$ cat src/hw/pcap_word_pkg.sv
// memory word format and stream widths shared by the capture and replay paths
`default_nettype none

package pcap_word_pkg;

   localparam int DATA_W   = 128;
   localparam int KEEP_W   = 16;
   localparam int USER_W   = 128;
   localparam int CNT_W    = 5;
   localparam int WORD_W   = 144;
   localparam int LAST_BIT = 135;
   localparam int HDR_BIT  = 136;
   localparam int CNT_LSB  = 128;

   // keep is contiguous from byte 0, so the byte count is its population count
   function automatic logic [CNT_W-1:0] keep_to_count(input logic [KEEP_W-1:0] keep);
      logic [CNT_W-1:0] cnt;
      cnt = '0;
      for (int i = 0; i < KEEP_W; i++) begin
         cnt = cnt + CNT_W'(keep[i]);
      end
      return cnt;
   endfunction

   function automatic logic [KEEP_W-1:0] count_to_keep(input logic [CNT_W-1:0] cnt);
      logic [KEEP_W-1:0] keep;
      for (int i = 0; i < KEEP_W; i++) begin
         keep[i] = (i < int'(cnt));
      end
      return keep;
   endfunction

endpackage

`default_nettype wire

$ cat src/hw/pcap_ctrl_pkg.sv
// state encodings of the capture and replay controllers
`default_nettype none

package pcap_ctrl_pkg;

   typedef enum logic [1:0] {
      CAP_IDLE,
      CAP_HEADER,
      CAP_DATA,
      CAP_FLUSH
   } capture_state_e;

   typedef enum logic [1:0] {
      RPL_IDLE,
      RPL_READ,
      RPL_PASS_END
   } replay_state_e;

endpackage

`default_nettype wire

$ cat src/hw/capture_writer.sv
// capture writer that packs the input stream into header and data words and tracks capture status
`default_nettype none

module capture_writer #(
   parameter int ADDR_W = 10
) (
   input  logic                             clk,
   input  logic                             rst_clk,
   input  logic                             s_valid_i,
   input  logic [pcap_word_pkg::DATA_W-1:0] s_data_i,
   input  logic [pcap_word_pkg::KEEP_W-1:0] s_keep_i,
   input  logic [pcap_word_pkg::USER_W-1:0] s_user_i,
   input  logic                             s_last_i,
   input  logic                             capture_done_i,
   input  logic                             replay_busy_i,
   output logic                             s_ready_o,
   output logic                             wr_en_o,
   output logic [ADDR_W-1:0]                wr_addr_o,
   output logic [pcap_word_pkg::WORD_W-1:0] wr_word_o,
   output logic [ADDR_W-1:0]                end_addr_o,
   output logic [31:0]                      pkt_count_o,
   output logic                             capture_busy_o
);
   import pcap_word_pkg::*;
   import pcap_ctrl_pkg::*;

   capture_state_e    state_q;
   capture_state_e    state_d;
   logic [ADDR_W-1:0] addr_q;
   logic [ADDR_W-1:0] addr_d;
   logic              at_last;
   logic              start;

   assign at_last        = (addr_q == {ADDR_W{1'b1}});
   assign start          = s_valid_i && !replay_busy_i;
   assign wr_addr_o      = addr_q;
   assign capture_busy_o = (state_q != CAP_IDLE);

   always_comb begin
      state_d   = state_q;
      addr_d    = addr_q;
      s_ready_o = 1'b0;
      wr_en_o   = 1'b0;
      wr_word_o = '0;
      case (state_q)
         CAP_IDLE: begin
            if (start) begin
               state_d = CAP_HEADER;
               addr_d  = '0;
            end
         end
         CAP_HEADER: begin
            // the source holds the first beat here, so its sideband is still valid
            if (capture_done_i) begin
               state_d = CAP_IDLE;
            end else if (s_valid_i && at_last) begin
               state_d = CAP_FLUSH;
            end else if (s_valid_i) begin
               wr_en_o                = 1'b1;
               wr_word_o[USER_W-1:0]  = s_user_i;
               wr_word_o[HDR_BIT]     = 1'b1;
               addr_d                 = addr_q + 1'b1;
               state_d                = CAP_DATA;
            end
         end
         CAP_DATA: begin
            s_ready_o = s_valid_i;
            if (s_valid_i) begin
               wr_en_o                      = 1'b1;
               wr_word_o[DATA_W-1:0]        = s_data_i;
               wr_word_o[CNT_LSB +: CNT_W]  = keep_to_count(s_keep_i);
               // the word at the last address closes the packet whatever the source says
               wr_word_o[LAST_BIT]          = s_last_i || at_last;
               if (at_last) begin
                  state_d = CAP_FLUSH;
               end else begin
                  addr_d = addr_q + 1'b1;
                  if (s_last_i) begin
                     state_d = CAP_HEADER;
                  end
               end
            end
            if (capture_done_i) begin
               state_d = CAP_IDLE;
            end
         end
         CAP_FLUSH: begin
            s_ready_o = 1'b1;
            if (capture_done_i) begin
               state_d = CAP_IDLE;
            end
         end
         default: begin
            state_d = CAP_IDLE;
         end
      endcase
   end

   always_ff @(posedge clk) begin
      if (rst_clk) begin
         state_q     <= CAP_IDLE;
         addr_q      <= '0;
         end_addr_o  <= '0;
         pkt_count_o <= '0;
      end else begin
         state_q <= state_d;
         addr_q  <= addr_d;
         if (state_q == CAP_IDLE && start) begin
            end_addr_o  <= '0;
            pkt_count_o <= '0;
         end else if (wr_en_o) begin
            end_addr_o <= wr_addr_o;
            if (wr_word_o[LAST_BIT]) begin
               pkt_count_o <= pkt_count_o + 32'd1;
            end
         end
      end
   end

endmodule

`default_nettype wire

$ cat config.mk
export PLATFORM = sky130hd
export DESIGN_NAME = capture_writer
export DESIGN_NICKNAME = d
export VERILOG_FILES = /design/src/hw/pcap_word_pkg.sv /design/src/hw/pcap_ctrl_pkg.sv /design/src/hw/capture_writer.sv
export SDC_FILE = /design/constraint.sdc
export NUM_CORES = 1
export LEC_CHECK = 0
export ABC_AREA = 1
export ABC_CLOCK_PERIOD_IN_PS = 5300
export BUFFER_PORTS_ARGS = -buffer_cell sky130_fd_sc_hd__buf_2
export CAP_MARGIN = 40
export CORE_AREA = 2 2 184 186
export CTS_CLUSTER_DIAMETER = 60
export DETAILED_ROUTE_END_ITERATION = 10
export DIE_AREA = 0 0 186 188
export PLACE_DENSITY_LB_ADDON = 0.08
export SYNTH_ARGS = -nofsm -noshare
export SYNTH_HDL_FRONTEND = slang
export SYNTH_SLANG_ARGS = --single-unit
$ cat constraint.sdc
create_clock -name clk -period 5.3 [get_ports clk]
set_input_delay 1.06 -clock clk [delete_from_list [all_inputs] [get_ports clk]]
set_output_delay 1.06 -clock clk [all_outputs]
set_load 0.03 [all_outputs]
* Word-level counts from Yosys, hierarchy flattened
Cells that the tools add are included.
Word-level totals: register bits after elaboration 54, bits in latches 0, RAM bits 0, bits in read-only memories 0, input bits 278, output and inout bits 199, memories kept 0
Operators by class: $add $sub $neg 17, multiply operators 0, div/mod/pow operators 0, $lt $le $gt $ge 0, equal/unequal tests 14, shift operators 0, muxes and demuxes 31, bitwise logic cells 0, reductions and logical operators 12
Operators with widths (number):
- $mux W128 | 3
- $pmux W128 S2 | 1
- $mux W133 | 1
- $mux W10 | 6
- $add A5 B1 Y5 | 11
- $add A32 B1 Y32 const B | 1
- $pmux W10 S3 | 1
- $mux W2 | 9
- $ne A2 B2 Y1 const B | 7
- $add A10 B1 Y10 const B | 1
- $eq A10 B10 Y1 const B | 1
- $ne A4 B4 Y1 const B | 2
- $pmux W2 S4 | 1
- $reduce_and A7 Y1 | 1
- $mux W1 | 6
- $add A4 B1 Y5 | 1
- $mux W5 | 1
- $reduce_and A5 Y1 | 1
- $add A3 B1 Y4 | 1
- $eq A2 B2 Y1 const B | 2
- $pmux W1 S2 | 2
- $add A2 B1 Y3 | 1
- $logic_and A1 B1 Y1 | 3
- $ne A3 B3 Y1 const B | 1
- other kinds (9) | 9

* Logic depth before layout (Yosys ltp)
Gate-level depths: netlist (run 1).
depth in word-level cells 17, depth in mapped cells 13

* Worst setup path after synthesis (run 1)
Ideal clock, no wire load.
kind input to output, start point input s_keep_i[0] in the netlist's numbering, end point output wr_word_o[129] in the netlist's numbering, arrival 4192 ps, data required time 4240 ps, path slack 48 ps, stages 10, buffers on the path 0, path through inv_1 > fa_1 > fa_1 > fa_1 > fa_1 > inv_1 > ha_1 > fa_1 > inv_1 > nor2_1
On the way: word-level cells in the longest chain between the ends 17
Ends and longest elaborated chain:
- from (decl) | RTL line capture_writer.sv:11 | input logic [pcap_word_pkg::KEEP_W-1:0] s_keep_i,
- $add A1 B1 Y2 | RTL line pcap_word_pkg.sv:20 | cnt = cnt + CNT_W'(keep[i]);
- $add A2 B1 Y3 | RTL line pcap_word_pkg.sv:20
- $add A3 B1 Y4 | RTL line pcap_word_pkg.sv:20
- $add A4 B1 Y5 | RTL line pcap_word_pkg.sv:20
- $add A5 B1 Y5 (11 in a row) | RTL line pcap_word_pkg.sv:20
- $mux W133 | RTL line capture_writer.sv:68 | if (s_valid_i) begin
- $mux W5 | RTL line capture_writer.sv:45 | case (state_q)
- to (decl) | RTL line capture_writer.sv:19 | output logic [pcap_word_pkg::WORD_W-1:0] wr_word_o,
Every way passes these cells.

* Worst setup path in the final report (run 1)
start point input s_keep_i[9] in the netlist's numbering, end point output wr_word_o[130] in the netlist's numbering
On the way: word-level cells in the longest chain between the ends 9
Ends and longest elaborated chain (RTL line):
- $add A5 B1 Y5 (7 in a row) | pcap_word_pkg.sv:20
- $mux W133 | capture_writer.sv:68
- $mux W5 | capture_writer.sv:45
Every way passes these cells.

==> results of run 1 <==
## through the flow
stage | instances | worst slack [ns] | instance area (um2) | setup TNS (ns)
4_1_cts | 1902 | -0.0438 | 8490 | -0.0641
6_report | 1909 | 0.00342 | 8520 | 0
3_3_place_gp | 1894 | -0.143 | 8270 | -0.229
2_1_floorplan | 1030 | 0.0481 | 5560 | 0
5_1_grt | 1904 | -0.128 | 8510 | -0.260
3_5_place_dp | 1894 | -0.158 | 8270 | -0.261
## registers in the layout (all words and copies together) (netlist names)
name         flops
end_addr_o      10
pkt_count_o     32
state_q          2
wr_addr_o       10
## cells by family (layout without fill, tap and decap cells)
| kind of cell | after synthesis | after routing |
|---|---|---|
| AND/OR/NAND/NOR | 617 | 617 |
| flip-flops | 54 | 54 |
| AO/OA/AOI/OAI | 186 | 186 |
| XOR/XNOR | 12 | 12 |
| buffers and inverters | 131 | 556 |
| adder cells (fa/ha/maj) | 21 | 21 |
| other | 1 | 15 |
## worst register-to-register path: stages (launching register included)
cell and delay, ns:
dfxtp_1 0.34, inv_1 0.10, ha_1 0.23, nand2_1 0.27, inv_4 0.33, buf_4 0.44, nand3_4 0.42, inv_2 0.57
nand3_1 0.14, nand2_1 0.09, nor2_1 0.04
## cell usage in the layout, fill, tap and decap left out, drive strengths merged
cell type,instances
o211ai,1
diode,6
clkinv,1
fa,10
nand3b,12
a21oi,168
inv,68
nand4,3
clkbuf,5
xor2,7
nand2,454
nor3,5
nand3,30
o21ai,15
nor2,110
bufinv,1
or2,1
nor3b,2
dfxtp,54
conb,9
o21bai,1
o21a,1
buf,481
xnor2,5
ha,11
## per-layer routing
metal  vias up  routed length, um  global-route usage (%)
met1      3590              15300                    25.6
met5         -                175                       0
met3        50               2980                    6.86
met4        30                520                    3.45
met2       237              17300                    33.1
li1       4060                  -                       -
## area by class of cell
| class | instances | area share (%) |
|---|---|---|
| multi-input cells | 845 | 46.0 |
| repair buffers | 481 | 29.5 |
| flip-flops and latches | 54 | 12.7 |
| well taps | 448 | 6.58 |
| inverters | 67 | 3.04 |
| clock buffers | 5 | 1.47 |
| clock inverters | 3 | 0.558 |
| diodes | 6 | 0.176 |
## what timing repair did
action,4_1_cts,5_1_grt
gates resized for setup,16,6
pin swaps,8,7
setup buffers,0,1
endpoints found under the setup margin,3,4
## path summary, 6_finish.rpt
kind,start,endpoint,cells after the start
min reg2reg,end_addr_o[1],end_addr_o[1],2
max,s_keep_i[9],wr_word_o[130],12
max reg2reg,state_q[0],pkt_count_o[20],10
min,end_addr_o[1],end_addr_o[1],2
## where the power goes
group	leakage [nW]	internal (mW)	switching [mW]
registers	0.436	0.414	0.0127
logic	3.44	0.218	0.399
clock network	0.0844	0.226	0.174
==> results.md, run 1 <==
- Status: finished clean
- Total core area: approximately 33,000 um2
- Share of Yosys cell area claimed by the top area cell type: roughly 31%
- Peak Freq: 0.189 GHz
- Largest family of logic cells by synthesized area: simple AND/OR/NAND/NOR gates
- CP Data Required Time: 4.24 ns
- Yosys reg bits: 54
- Post-DP HPWL: approximately 30 mm
- Largest area contributor in the netlist: nand2_1
- Synth Area in Simple Gates: 44.8%
- First-pass GRT wire length: around 51 mm
- CTS Buffer Depth: 2
- Drt drc: 0
- Synthesized area: between 5000 and 6000 um2
- Syn_area_per_cell: between 5 and 6 um2
- Fraction of layout cells with a size suffix above 1: a little over a third
- GP Congestion: just over 0.9
- Number of flops mapped to enable cells by yosys: 0
- Critical path's slowest cell: fa_1
- CP most frequent cell: fa_1
- Register Area: approximately 1100 um2
- WP data arrival: 4.24 ns
- YS warnings: 0
- Final worst-path cycle share: between 90% and 100%
- Total die area: approximately 35,000 um2
- Tightest Hold Check Type: flop to flop
- CP Cell Sequence: buf_6, inv_2, fa_1, fa_1, fa_1, fa_1, inv_2, ha_4, fa_2, a21oi_2, o21a_1, buf_6
- Rel. slew slack: between 40% and 50%
- Number of global-route vias before repair: around 7,700
- FILL cells: 3,927
- Final setup skew: between 0.01 and 0.015 ns
- Num CTS Buffers: 5
- Mapped Cells: roughly 1,000
- Crit path time final: between 5 and 6 ns
- Reg-to-reg slack, setup: ~2.2 ns
- DR vias: around 8,000
- Chip height: ~190 um
- Initial DRT Pass Iterations: 5
- Top FF cell, synth: dfxtp_1
- Port bufs: between 400 and 500
- Multi-input gate area: 3920 um2
- Starting Density: between 10% and 20%
- GRT Resource Usage Total: between 20% and 30%
- Min Hold Slack: 0.481 ns
- Initial DRC Count: 446
- Final setup fails: 0
- CP delay by family, top: adder cells
- CTS tree: yes
- Vias per cell: 4.17
- GRT overflow: 0
- Element type at the critical path start: primary input
- Clock Pin Slew Worst Setup and Hold Paths: 0.08 ns
- Ports: around 480
- Netlist cell types: 33
- Clock root cell: clkbuf_16
- Max rail drop VDD: 130 uV
- Proportion of synthesized area in mux cells: 0%
- Worst-path fanout max: 3
- Die width: about 190 um
- Avg WL per Cell: between 15 and 20 um
- Routed WL: about 36 mm
- Remaining antenna violation count: 0
- Initial antenna violation count: 20
- Site row count: 67
- Synth Area in Compound Gates: between 15 and 20%
- Post-synthesis sequential area ratio: between 10% and 20%
- Leakage: about 4.0 nW
- Max Transition Viols Final: 0
- Post-synth ARST share: 0%
- H-tree depth: 2
- Skew-Pair Late Insertion Delay: roughly 0.30 ns
- Worst Path Buf+Inv: 4
- Worst setup EP type: output pin
- Adder-Cell Fraction of Synth Area: 6.11%
- Synth cell count leaders: nand2_1 (451), a21oi_1 (168), nor2_1 (105), inv_1 (64), dfxtp_1 (54)
- Clk sinks: 54
- WS Path Type: primary input to output pin
- PwrDens: around 170 nW/um2
- Top cells by area, synth: nand2_1 (31%), dfxtp_1 (20%), a21oi_1 (15%), nor2_1 (7.1%), inv_1 (4.3%)
- Top-count cell post-synth: nand2_1
- Pwr Total: 1.44 mW
- RSZ-0062 raised after global routing: true
- Area delta synth->final: 54.2%
- Final core occ: ~26%
- Worst path max stage delay: roughly 0.56 ns
- Actual slew at the worst max-slew pin: roughly 0.82 ns
- Final Hold Fails: 0
- Post-CTS Hold Fix Bufs: 0
- Nets: around 1,800
- Synth Area in XOR/XNOR: under 10%
- Largest net degree at the start of global routing: 66
- Maxcap violations: 0
Power figures use the tool's default switching activity.
==> run 2: changes to the inputs <==
--- a/config.mk
+++ b/config.mk
@@ -9,10 +9,12 @@
 export ABC_CLOCK_PERIOD_IN_PS = 5300
 export BUFFER_PORTS_ARGS = -buffer_cell sky130_fd_sc_hd__buf_2
 export CAP_MARGIN = 40
-export CORE_AREA = 2 2 184 186
+export CELL_PAD_IN_SITES_DETAIL_PLACEMENT = 0
+export CELL_PAD_IN_SITES_GLOBAL_PLACEMENT = 2
+export CORE_ASPECT_RATIO = 1.2
+export CORE_UTILIZATION = 16
 export CTS_CLUSTER_DIAMETER = 60
 export DETAILED_ROUTE_END_ITERATION = 10
-export DIE_AREA = 0 0 186 188
 export PLACE_DENSITY_LB_ADDON = 0.08
 export SYNTH_ARGS = -nofsm -noshare
 export SYNTH_HDL_FRONTEND = slang
==> run 2 against run 1 <==
Net effect:
- sequential cell count unchanged
- global-route usage increased by 0.61 points
- via count about the same
- critical path depth stayed put
- clock skew increased by 0.0011 ns
- utilization down 0.83 points
- die area increased by 0.95%
- first-iteration DRC count down 11%
- routed wire length is 4.3% higher
- critical path type unchanged
- critical endpoint is now wr_word_o[129]
- highest routed layer unchanged
==> results.md, run 2 (synthesized netlist as in run 1, its figures left out) <==
- GRT Resource Usage Total: 20.7% (was 20.1%)
- Worst Reg-to-Reg Cells: 9 (was 10)
- Worst-path fanout max: 2 (was 3)
- Maxcap violations: 0 (unchanged)
- Min Hold Slack: 0.481 ns (about the same)
- Clk sinks: 54 (unchanged)
- Placed Area: 8270 um2 (about the same)
- Final Hold Fails: 0 (unchanged)
- Clock Pin Slew Worst Setup and Hold Paths: 0.08 ns (about the same)
- Worst r2r src: state_q[0] (unchanged)
- DR vias: 7,974 (was 7,967)
- Worst Min Path Start: end_addr_o[3] (was end_addr_o[1])
- Max Transition Viols Final: 0 (unchanged)
- Area delta synth->final: 53.5% (was 54.2%)
- Leakage: 3.94 nW (was 3.96 nW)
- FILL cells: 4,174 (was 3,927)
- Max rail drop VDD: 130 uV (about the same)
- Chip height: 206 um (was 188 um)
- M2 GR Usage: 35.5% (was 33.1%)
- Vias per cell: 4.16 (was 4.17)
- Tightest Hold Check Type: flop to flop (unchanged)
- Crit path time final: 5.25 ns (was 5.30 ns)
- Drt drc: 0 (unchanged)
- CTS tree: yes (unchanged)
- Global-route layer with the greatest usage: met2 (unchanged)
- Most frequent cells in the layout: buf_2 (462), nand2_1 (451), a21oi_1 (166), nor2_1 (104), inv_1 (58) (was buf_2 (461), nand2_1 (450), a21oi_1 (167), nor2_1 (104), inv_1 (57))
- CP Launch Point: s_keep_i[15] (was s_keep_i[9])
- H-tree depth: 2 (unchanged)
- CTS Buffer Depth: 2 (unchanged)
- Actual slew at the worst max-slew pin: 0.846 ns (was 0.820 ns)
- Critical path's slowest cell: fa_1 (unchanged)
- Max reg flops: 32 (unchanged)
- Number of global-route vias before repair: 7,646 (was 7,671)
- Die width: 172 um (was 186 um)
- Largest net degree at the start of global routing: 74 (was 66)
- Peak Freq: 0.191 GHz (was 0.189 GHz)
- Total core area: 34,100 um2 (was 33,100 um2)
- Final instance area: 8490 um2 (was 8520 um2)
- Worst hold path endpoint: end_addr_o[3] (was end_addr_o[1])
- GP Congestion: 0.822 (was 0.919)
- Avg WL per Cell: 19.7 um (was 19.0 um)
- CP most frequent cell: fa_1 (unchanged)
- GRT met3 Usage: 6.58% (was 6.86%)
- Total die area: 35,300 um2 (was 35,000 um2)
- Skew-Pair Late Insertion Delay: 0.31 ns (was 0.30 ns)
- Worst Path Buf+Inv: 5 (was 4)
- WP data arrival: 4.19 ns (was 4.24 ns)
- Top reg by flops: pkt_count_o (unchanged)
- Post-DP HPWL: 31.4 mm (was 30.4 mm)
- Final worst-path cycle share: 99.0% (was 99.9%)
- Initial DRC Count: 396 (was 446)
- WS Path Type: primary input to output pin (unchanged)
- Remaining antenna violation count: 0 (unchanged)
- Rel. slew slack: 43.6% (was 45.3%)
- Nets: 1,752 (was 1,753)
- Clock root cell: clkbuf_16 (unchanged)
- RSZ-0062 raised after global routing: true (unchanged)
- WHS Path Cells: 2 (unchanged)
- CP Cell Sequence: buf_6, inv_2, fa_1, fa_1, fa_1, fa_1, inv_1, ha_2, fa_2, inv_2, nor2_2, buf_6 (was buf_6, inv_2, fa_1, fa_1, fa_1, fa_1, inv_2, ha_4, fa_2, a21oi_2, o21a_1, buf_6)
- GRT met1 Usage: 24.3% (was 25.6%)
- CP delay by family, top: adder cells (unchanged)
- Worst path max stage delay: 0.55 ns (was 0.56 ns)
- Routed WL: 37.8 mm (was 36.2 mm)
- Status: finished clean (unchanged)
- Worst setup EP type: output pin (unchanged)
- Final core occ: 24.9% (was 25.7%)
- Ports: 477 (unchanged)
- Final setup fails: 0 (unchanged)
- Starting Density: 16.2% (was 16.7%)
- Commonest non-fill, non-tap cell in the layout: buf_2 (unchanged)
- GRT overflow: 0 (unchanged)
- Element type at the critical path start: primary input (unchanged)
- PwrDens: 164 nW/um2 (was 169 nW/um2)
- Initial DRT Pass Iterations: 5 (unchanged)
- Reg-to-reg slack, setup: 2.35 ns (was 2.23 ns)
- Num CTS Buffers: 5 (unchanged)
- Initial antenna violation count: 23 (was 20)
- CP Data Required Time: 4.24 ns (about the same)
- R2r endpoint: pkt_count_o[15] (was pkt_count_o[20])
- Port bufs: 467 (unchanged)
- Fraction of layout cells with a size suffix above 1: 35.4% (was 35.5%)
- Site row count: 74 (was 67)
- Post-CTS Hold Fix Bufs: 0 (unchanged)
- Final setup skew: 0.0112 ns (was 0.0101 ns)
- First-pass GRT wire length: 52.3 mm (was 51.5 mm)
## run 2: stage by stage
stage | worst slack [ns] | cells | TNS, ns | power [mW]
2_1_floorplan | 0.0481 | 1030 | 0 | 0.776
3_3_place_gp | -0.0874 | 1901 | -0.130 | 1.03
3_5_place_dp | -0.111 | 1901 | -0.163 | 1.03
4_1_cts | 0.00270 | 1910 | 0 | 1.40
5_1_grt | -0.0627 | 1913 | -0.115 | 1.50
6_report | 0.0528 | 1916 | 0 | 1.39
## run 2: where the power goes
part / leakage (nW) / switching (mW) / total, mW / internal [mW]
Clock: 0.0704 / 0.176 / 0.355 / 0.179
Sequential: 0.436 / 0.0149 / 0.429 / 0.414
Combinational: 3.44 / 0.394 / 0.605 / 0.211
## run 2: tightest hold or removal path: stages (launching register included)
cell and delay (ns):
dfxtp_1 0.33, nor2_1 0.04, nor2_1 0.08
## run 2: how the worst max path moves through the flow
stage	to	slack (ns)	cells past startpoint
after floorplan	wr_word_o[129]	0.05	10
after global placement	wr_word_o[130]	-0.09	12
after detailed placement	wr_word_o[130]	-0.11	12
after CTS	wr_word_o[129]	0.003	12
after global routing	wr_word_o[129]	-0.06	12
final	wr_word_o[129]	0.05	12
## run 2: layout make-up
class                           instances  area, um2  area share, %
Clock buffer                            5        125           1.47
Antenna cell                            6       15.0          0.177
Tap cell                              456        571           6.72
Clock inverter                          3       25.0          0.295
Inverter                               67        259           3.05
Multi-Input combinational cell        845       3910           46.1
Sequential cell                        54       1080           12.7
Timing Repair Buffer                  480       2500           29.5
## run 2: repair_timing
| action | in CTS | in global routing |
|---|---|---|
| gates resized for setup | 7 | 12 |
| endpoints found under the setup margin | 3 | 4 |
| pin swaps | 3 | 1 |
| buffers inserted | 1 | 0 |
| hold endpoints to repair | 0 | 0 |
## run 2: metal layers
metal | vias to the layer above | share of wire, % | wire, um
met5 | - | 0.46 | 174
met4 | 26 | 2.3 | 856
met3 | 48 | 7.5 | 2850
met2 | 247 | 49 | 18700
met1 | 3588 | 40 | 15200
li1 | 4065 | - | -
==> run 3: changes to the inputs <==
--- a/config.mk
+++ b/config.mk
@@ -7,14 +7,14 @@
 export LEC_CHECK = 0
 export ABC_AREA = 1
 export ABC_CLOCK_PERIOD_IN_PS = 5300
-export BUFFER_PORTS_ARGS = -buffer_cell sky130_fd_sc_hd__buf_2
 export CAP_MARGIN = 40
 export CELL_PAD_IN_SITES_DETAIL_PLACEMENT = 0
 export CELL_PAD_IN_SITES_GLOBAL_PLACEMENT = 2
-export CORE_ASPECT_RATIO = 1.2
-export CORE_UTILIZATION = 16
+export CORE_AREA = 2 2 187 189
 export CTS_CLUSTER_DIAMETER = 60
 export DETAILED_ROUTE_END_ITERATION = 10
+export DIE_AREA = 0 0 189 191
+export DONT_BUFFER_PORTS = 1
 export PLACE_DENSITY_LB_ADDON = 0.08
 export SYNTH_ARGS = -nofsm -noshare
 export SYNTH_HDL_FRONTEND = slang
==> run 3 against run 2 <==
Net effect:
- design area fell by 25%
- critical endpoint is now wr_word_o[130]
- via count fell by 21%
- clock-buffer cell count did not move
- largest cell class unchanged
- worst hold slack improved by 0.032 ns
- die area rose by 2.3%
- sequential power rose by 3%
- worst setup slack got worse by 0.0029 ns
==> results.md, run 3 (synthesized netlist as in run 1, its figures left out) <==
- Chip height: 191 um (was 206 um)
- Rel. slew slack: 42.4% (was 43.6%)
- Final setup margin: 0.0499 ns (was 0.0528 ns)
- Area delta synth->final: 14.8% (was 53.5%)
- PwrDens: 206 nW/um2 (was 164 nW/um2)
- Tightest Hold Check Type: flop to flop (unchanged)
- Place WS: -0.0241 ns (was -0.111 ns)
- Register Area: 1080 um2 (unchanged)
- Commonest non-fill, non-tap cell in the layout: nand2_1 (was buf_2)
- Setup TNS: 0 ns (unchanged)
- Clk sinks: 54 (unchanged)
- Num CTS Buffers: 5 (unchanged)
- Final setup fails: 0 (unchanged)
- Actual slew at the worst max-slew pin: 0.867 ns (was 0.846 ns)
- Worst Reg-to-Reg Cells: 10 (was 9)
- Max rail drop VDD: 109 uV (was 130 uV)
- FILL cells: 4,099 (was 4,174)
- Final worst-path cycle share: 99.1% (was 99.0%)
- GP Congestion: 0.770 (was 0.822)
- Most frequent cells in the layout: nand2_1 (451), a21oi_1 (167), nor2_1 (105), inv_1 (60), dfxtp_1 (54) (was buf_2 (462), nand2_1 (451), a21oi_1 (166), nor2_1 (104), inv_1 (58))
- Number of global-route vias before repair: 6,293 (was 7,646)
- Drt drc: 0 (unchanged)
- Clock root cell: clkbuf_16 (unchanged)
- Initial DRC Count: 349 (was 396)
- Comb pwr share: 34.9% (was 43.6%)
- DR vias: 6,338 (was 7,974)
- CTS tree: yes (unchanged)
- Worst-path fanout max: 3 (was 2)
- Post-DP HPWL: 26.8 mm (was 31.4 mm)
- Ports: 477 (unchanged)
- Initial DRT Pass Iterations: 5 (unchanged)
- RSZ-0062 raised after global routing: true (unchanged)
- Site row count: 68 (was 74)
- Peak Freq: 0.190 GHz (was 0.191 GHz)
- Sequential fraction of design power: 33.8% (was 30.9%)
- CP Data Required Time: 4.24 ns (about the same)
- Skew-Pair Late Insertion Delay: 0.31 ns (about the same)
- Total core area: 34,100 um2 (about the same)
- Max Transition Viols Final: 0 (unchanged)
- Largest net degree at the start of global routing: 86 (was 74)
- Leakage: 1.95 nW (was 3.94 nW)
- Crit path time final: 5.25 ns (about the same)
- Total die area: 36,100 um2 (was 35,300 um2)
- Vias per cell: 4.32 (was 4.16)
- Port bufs: 0 (was 467)
- WP data arrival: 4.19 ns (about the same)
- Routed WL: 32.1 mm (was 37.8 mm)
- WS Path Type: primary input to output pin (unchanged)
- Ant diodes: 0 (was 6)
- Final Hold Fails: 0 (unchanged)
- CTS Buffer Depth: 2 (unchanged)
- Multi-input gate area: 3920 um2 (was 3910 um2)
- Worst setup EP type: output pin (unchanged)
- Top reg by flops: pkt_count_o (unchanged)
- Clock Pin Slew Worst Setup and Hold Paths: 0.09 ns (was 0.08 ns)
- GRT Resource Usage Total: 16.8% (was 20.7%)
- Avg WL per Cell: 21.9 um (was 19.7 um)
- H-tree depth: 2 (unchanged)
- Element type at the critical path start: primary input (unchanged)
- Switch share: 41.1% (was 42.1%)
- First-pass GRT wire length: 44.7 mm (was 52.3 mm)
- Remaining antenna violation count: 0 (unchanged)
- Setup bufs post-CTS: 0 (was 1)
- Initial antenna violation count: 4 (was 23)
- Internal: 0.768 mW (was 0.803 mW)
- Pwr Total: 1.30 mW (was 1.39 mW)
- Nets: 1,310 (was 1,752)
- Maxcap violations: 0 (unchanged)
- Fraction of layout cells with a size suffix above 1: 6.82% (was 35.4%)
- WHS Path Cells: 2 (unchanged)
- Clock power share: 31.2% (was 25.6%)
- Starting Density: 16.2% (about the same)
- Max reg flops: 32 (unchanged)
- Switching power: 0.536 mW (was 0.585 mW)
- Status: finished clean (unchanged)
- GRT overflow: 0 (unchanged)
- Final setup skew: 0.0131 ns (was 0.0112 ns)
- Die width: 189 um (was 172 um)
## run 3: per-stage QoR
step                utilization, %  instances  hold slack [ns]  cell area [um2]
finish                        18.6       1467            0.513             6340
global route                  18.6       1467            0.539             6340
CTS                           18.5       1467            0.515             6330
detailed placement            18.0       1459            0.505             6150
global placement              17.9       1454            0.510             6090
floorplan                        -       1030            0.468             5560
## run 3: final timing paths
path | start | end | slack (ns)
worst max-delay path | s_keep_i[7] | wr_word_o[130] | 0.05
worst min-delay path | state_q[1] | state_q[1] | 0.51
worst max register to register | state_q[0] | pkt_count_o[18] | 2.04
worst min register to register | state_q[1] | state_q[1] | 0.51
## run 3: layer usage
layer	vias to the layer above	routed length (um)	GRT usage (%)
met5	-	46	0
met3	19	2700	6.02
met1	2918	13200	20.3
li1	3168	-	-
met4	8	312	2.85
met2	225	15900	28.8
## run 3: layout make-up
class | count | share of cell area [%]
well taps | 455 | 8.97
clock buffers | 5 | 1.97
clock inverters | 3 | 0.750
inverters | 67 | 4.08
multi-input cells | 845 | 61.8
repair buffers | 38 | 5.40
flip-flops and latches | 54 | 17.0
## run 3: what timing repair did
item                                    4_1_cts  5_1_grt
endpoints found under the setup margin        1        2
pin swaps                                     1        9
hold buffers                                  0        0
gates resized for setup                       1        6
## run 3: power by group through the flow
stage | registers (mW) | logic [mW] | clock network [mW]
3_3_place_gp | 0.452 | 0.435 | 0
5_1_grt | 0.444 | 0.516 | 0.438
3_5_place_dp | 0.452 | 0.446 | 0
6_report | 0.441 | 0.456 | 0.407
2_1_floorplan | 0.445 | 0.331 | 0
4_1_cts | 0.442 | 0.449 | 0.430
## run 3: critical path, cell delays in order
cell and delay [ns]:
inv_1 0.06, fa_1 0.53, fa_1 0.46, fa_1 0.52, fa_1 0.54, inv_2 0.05
ha_4 0.16, fa_2 0.38, a21oi_2 0.12, o21a_1 0.18, buf_12 0.13
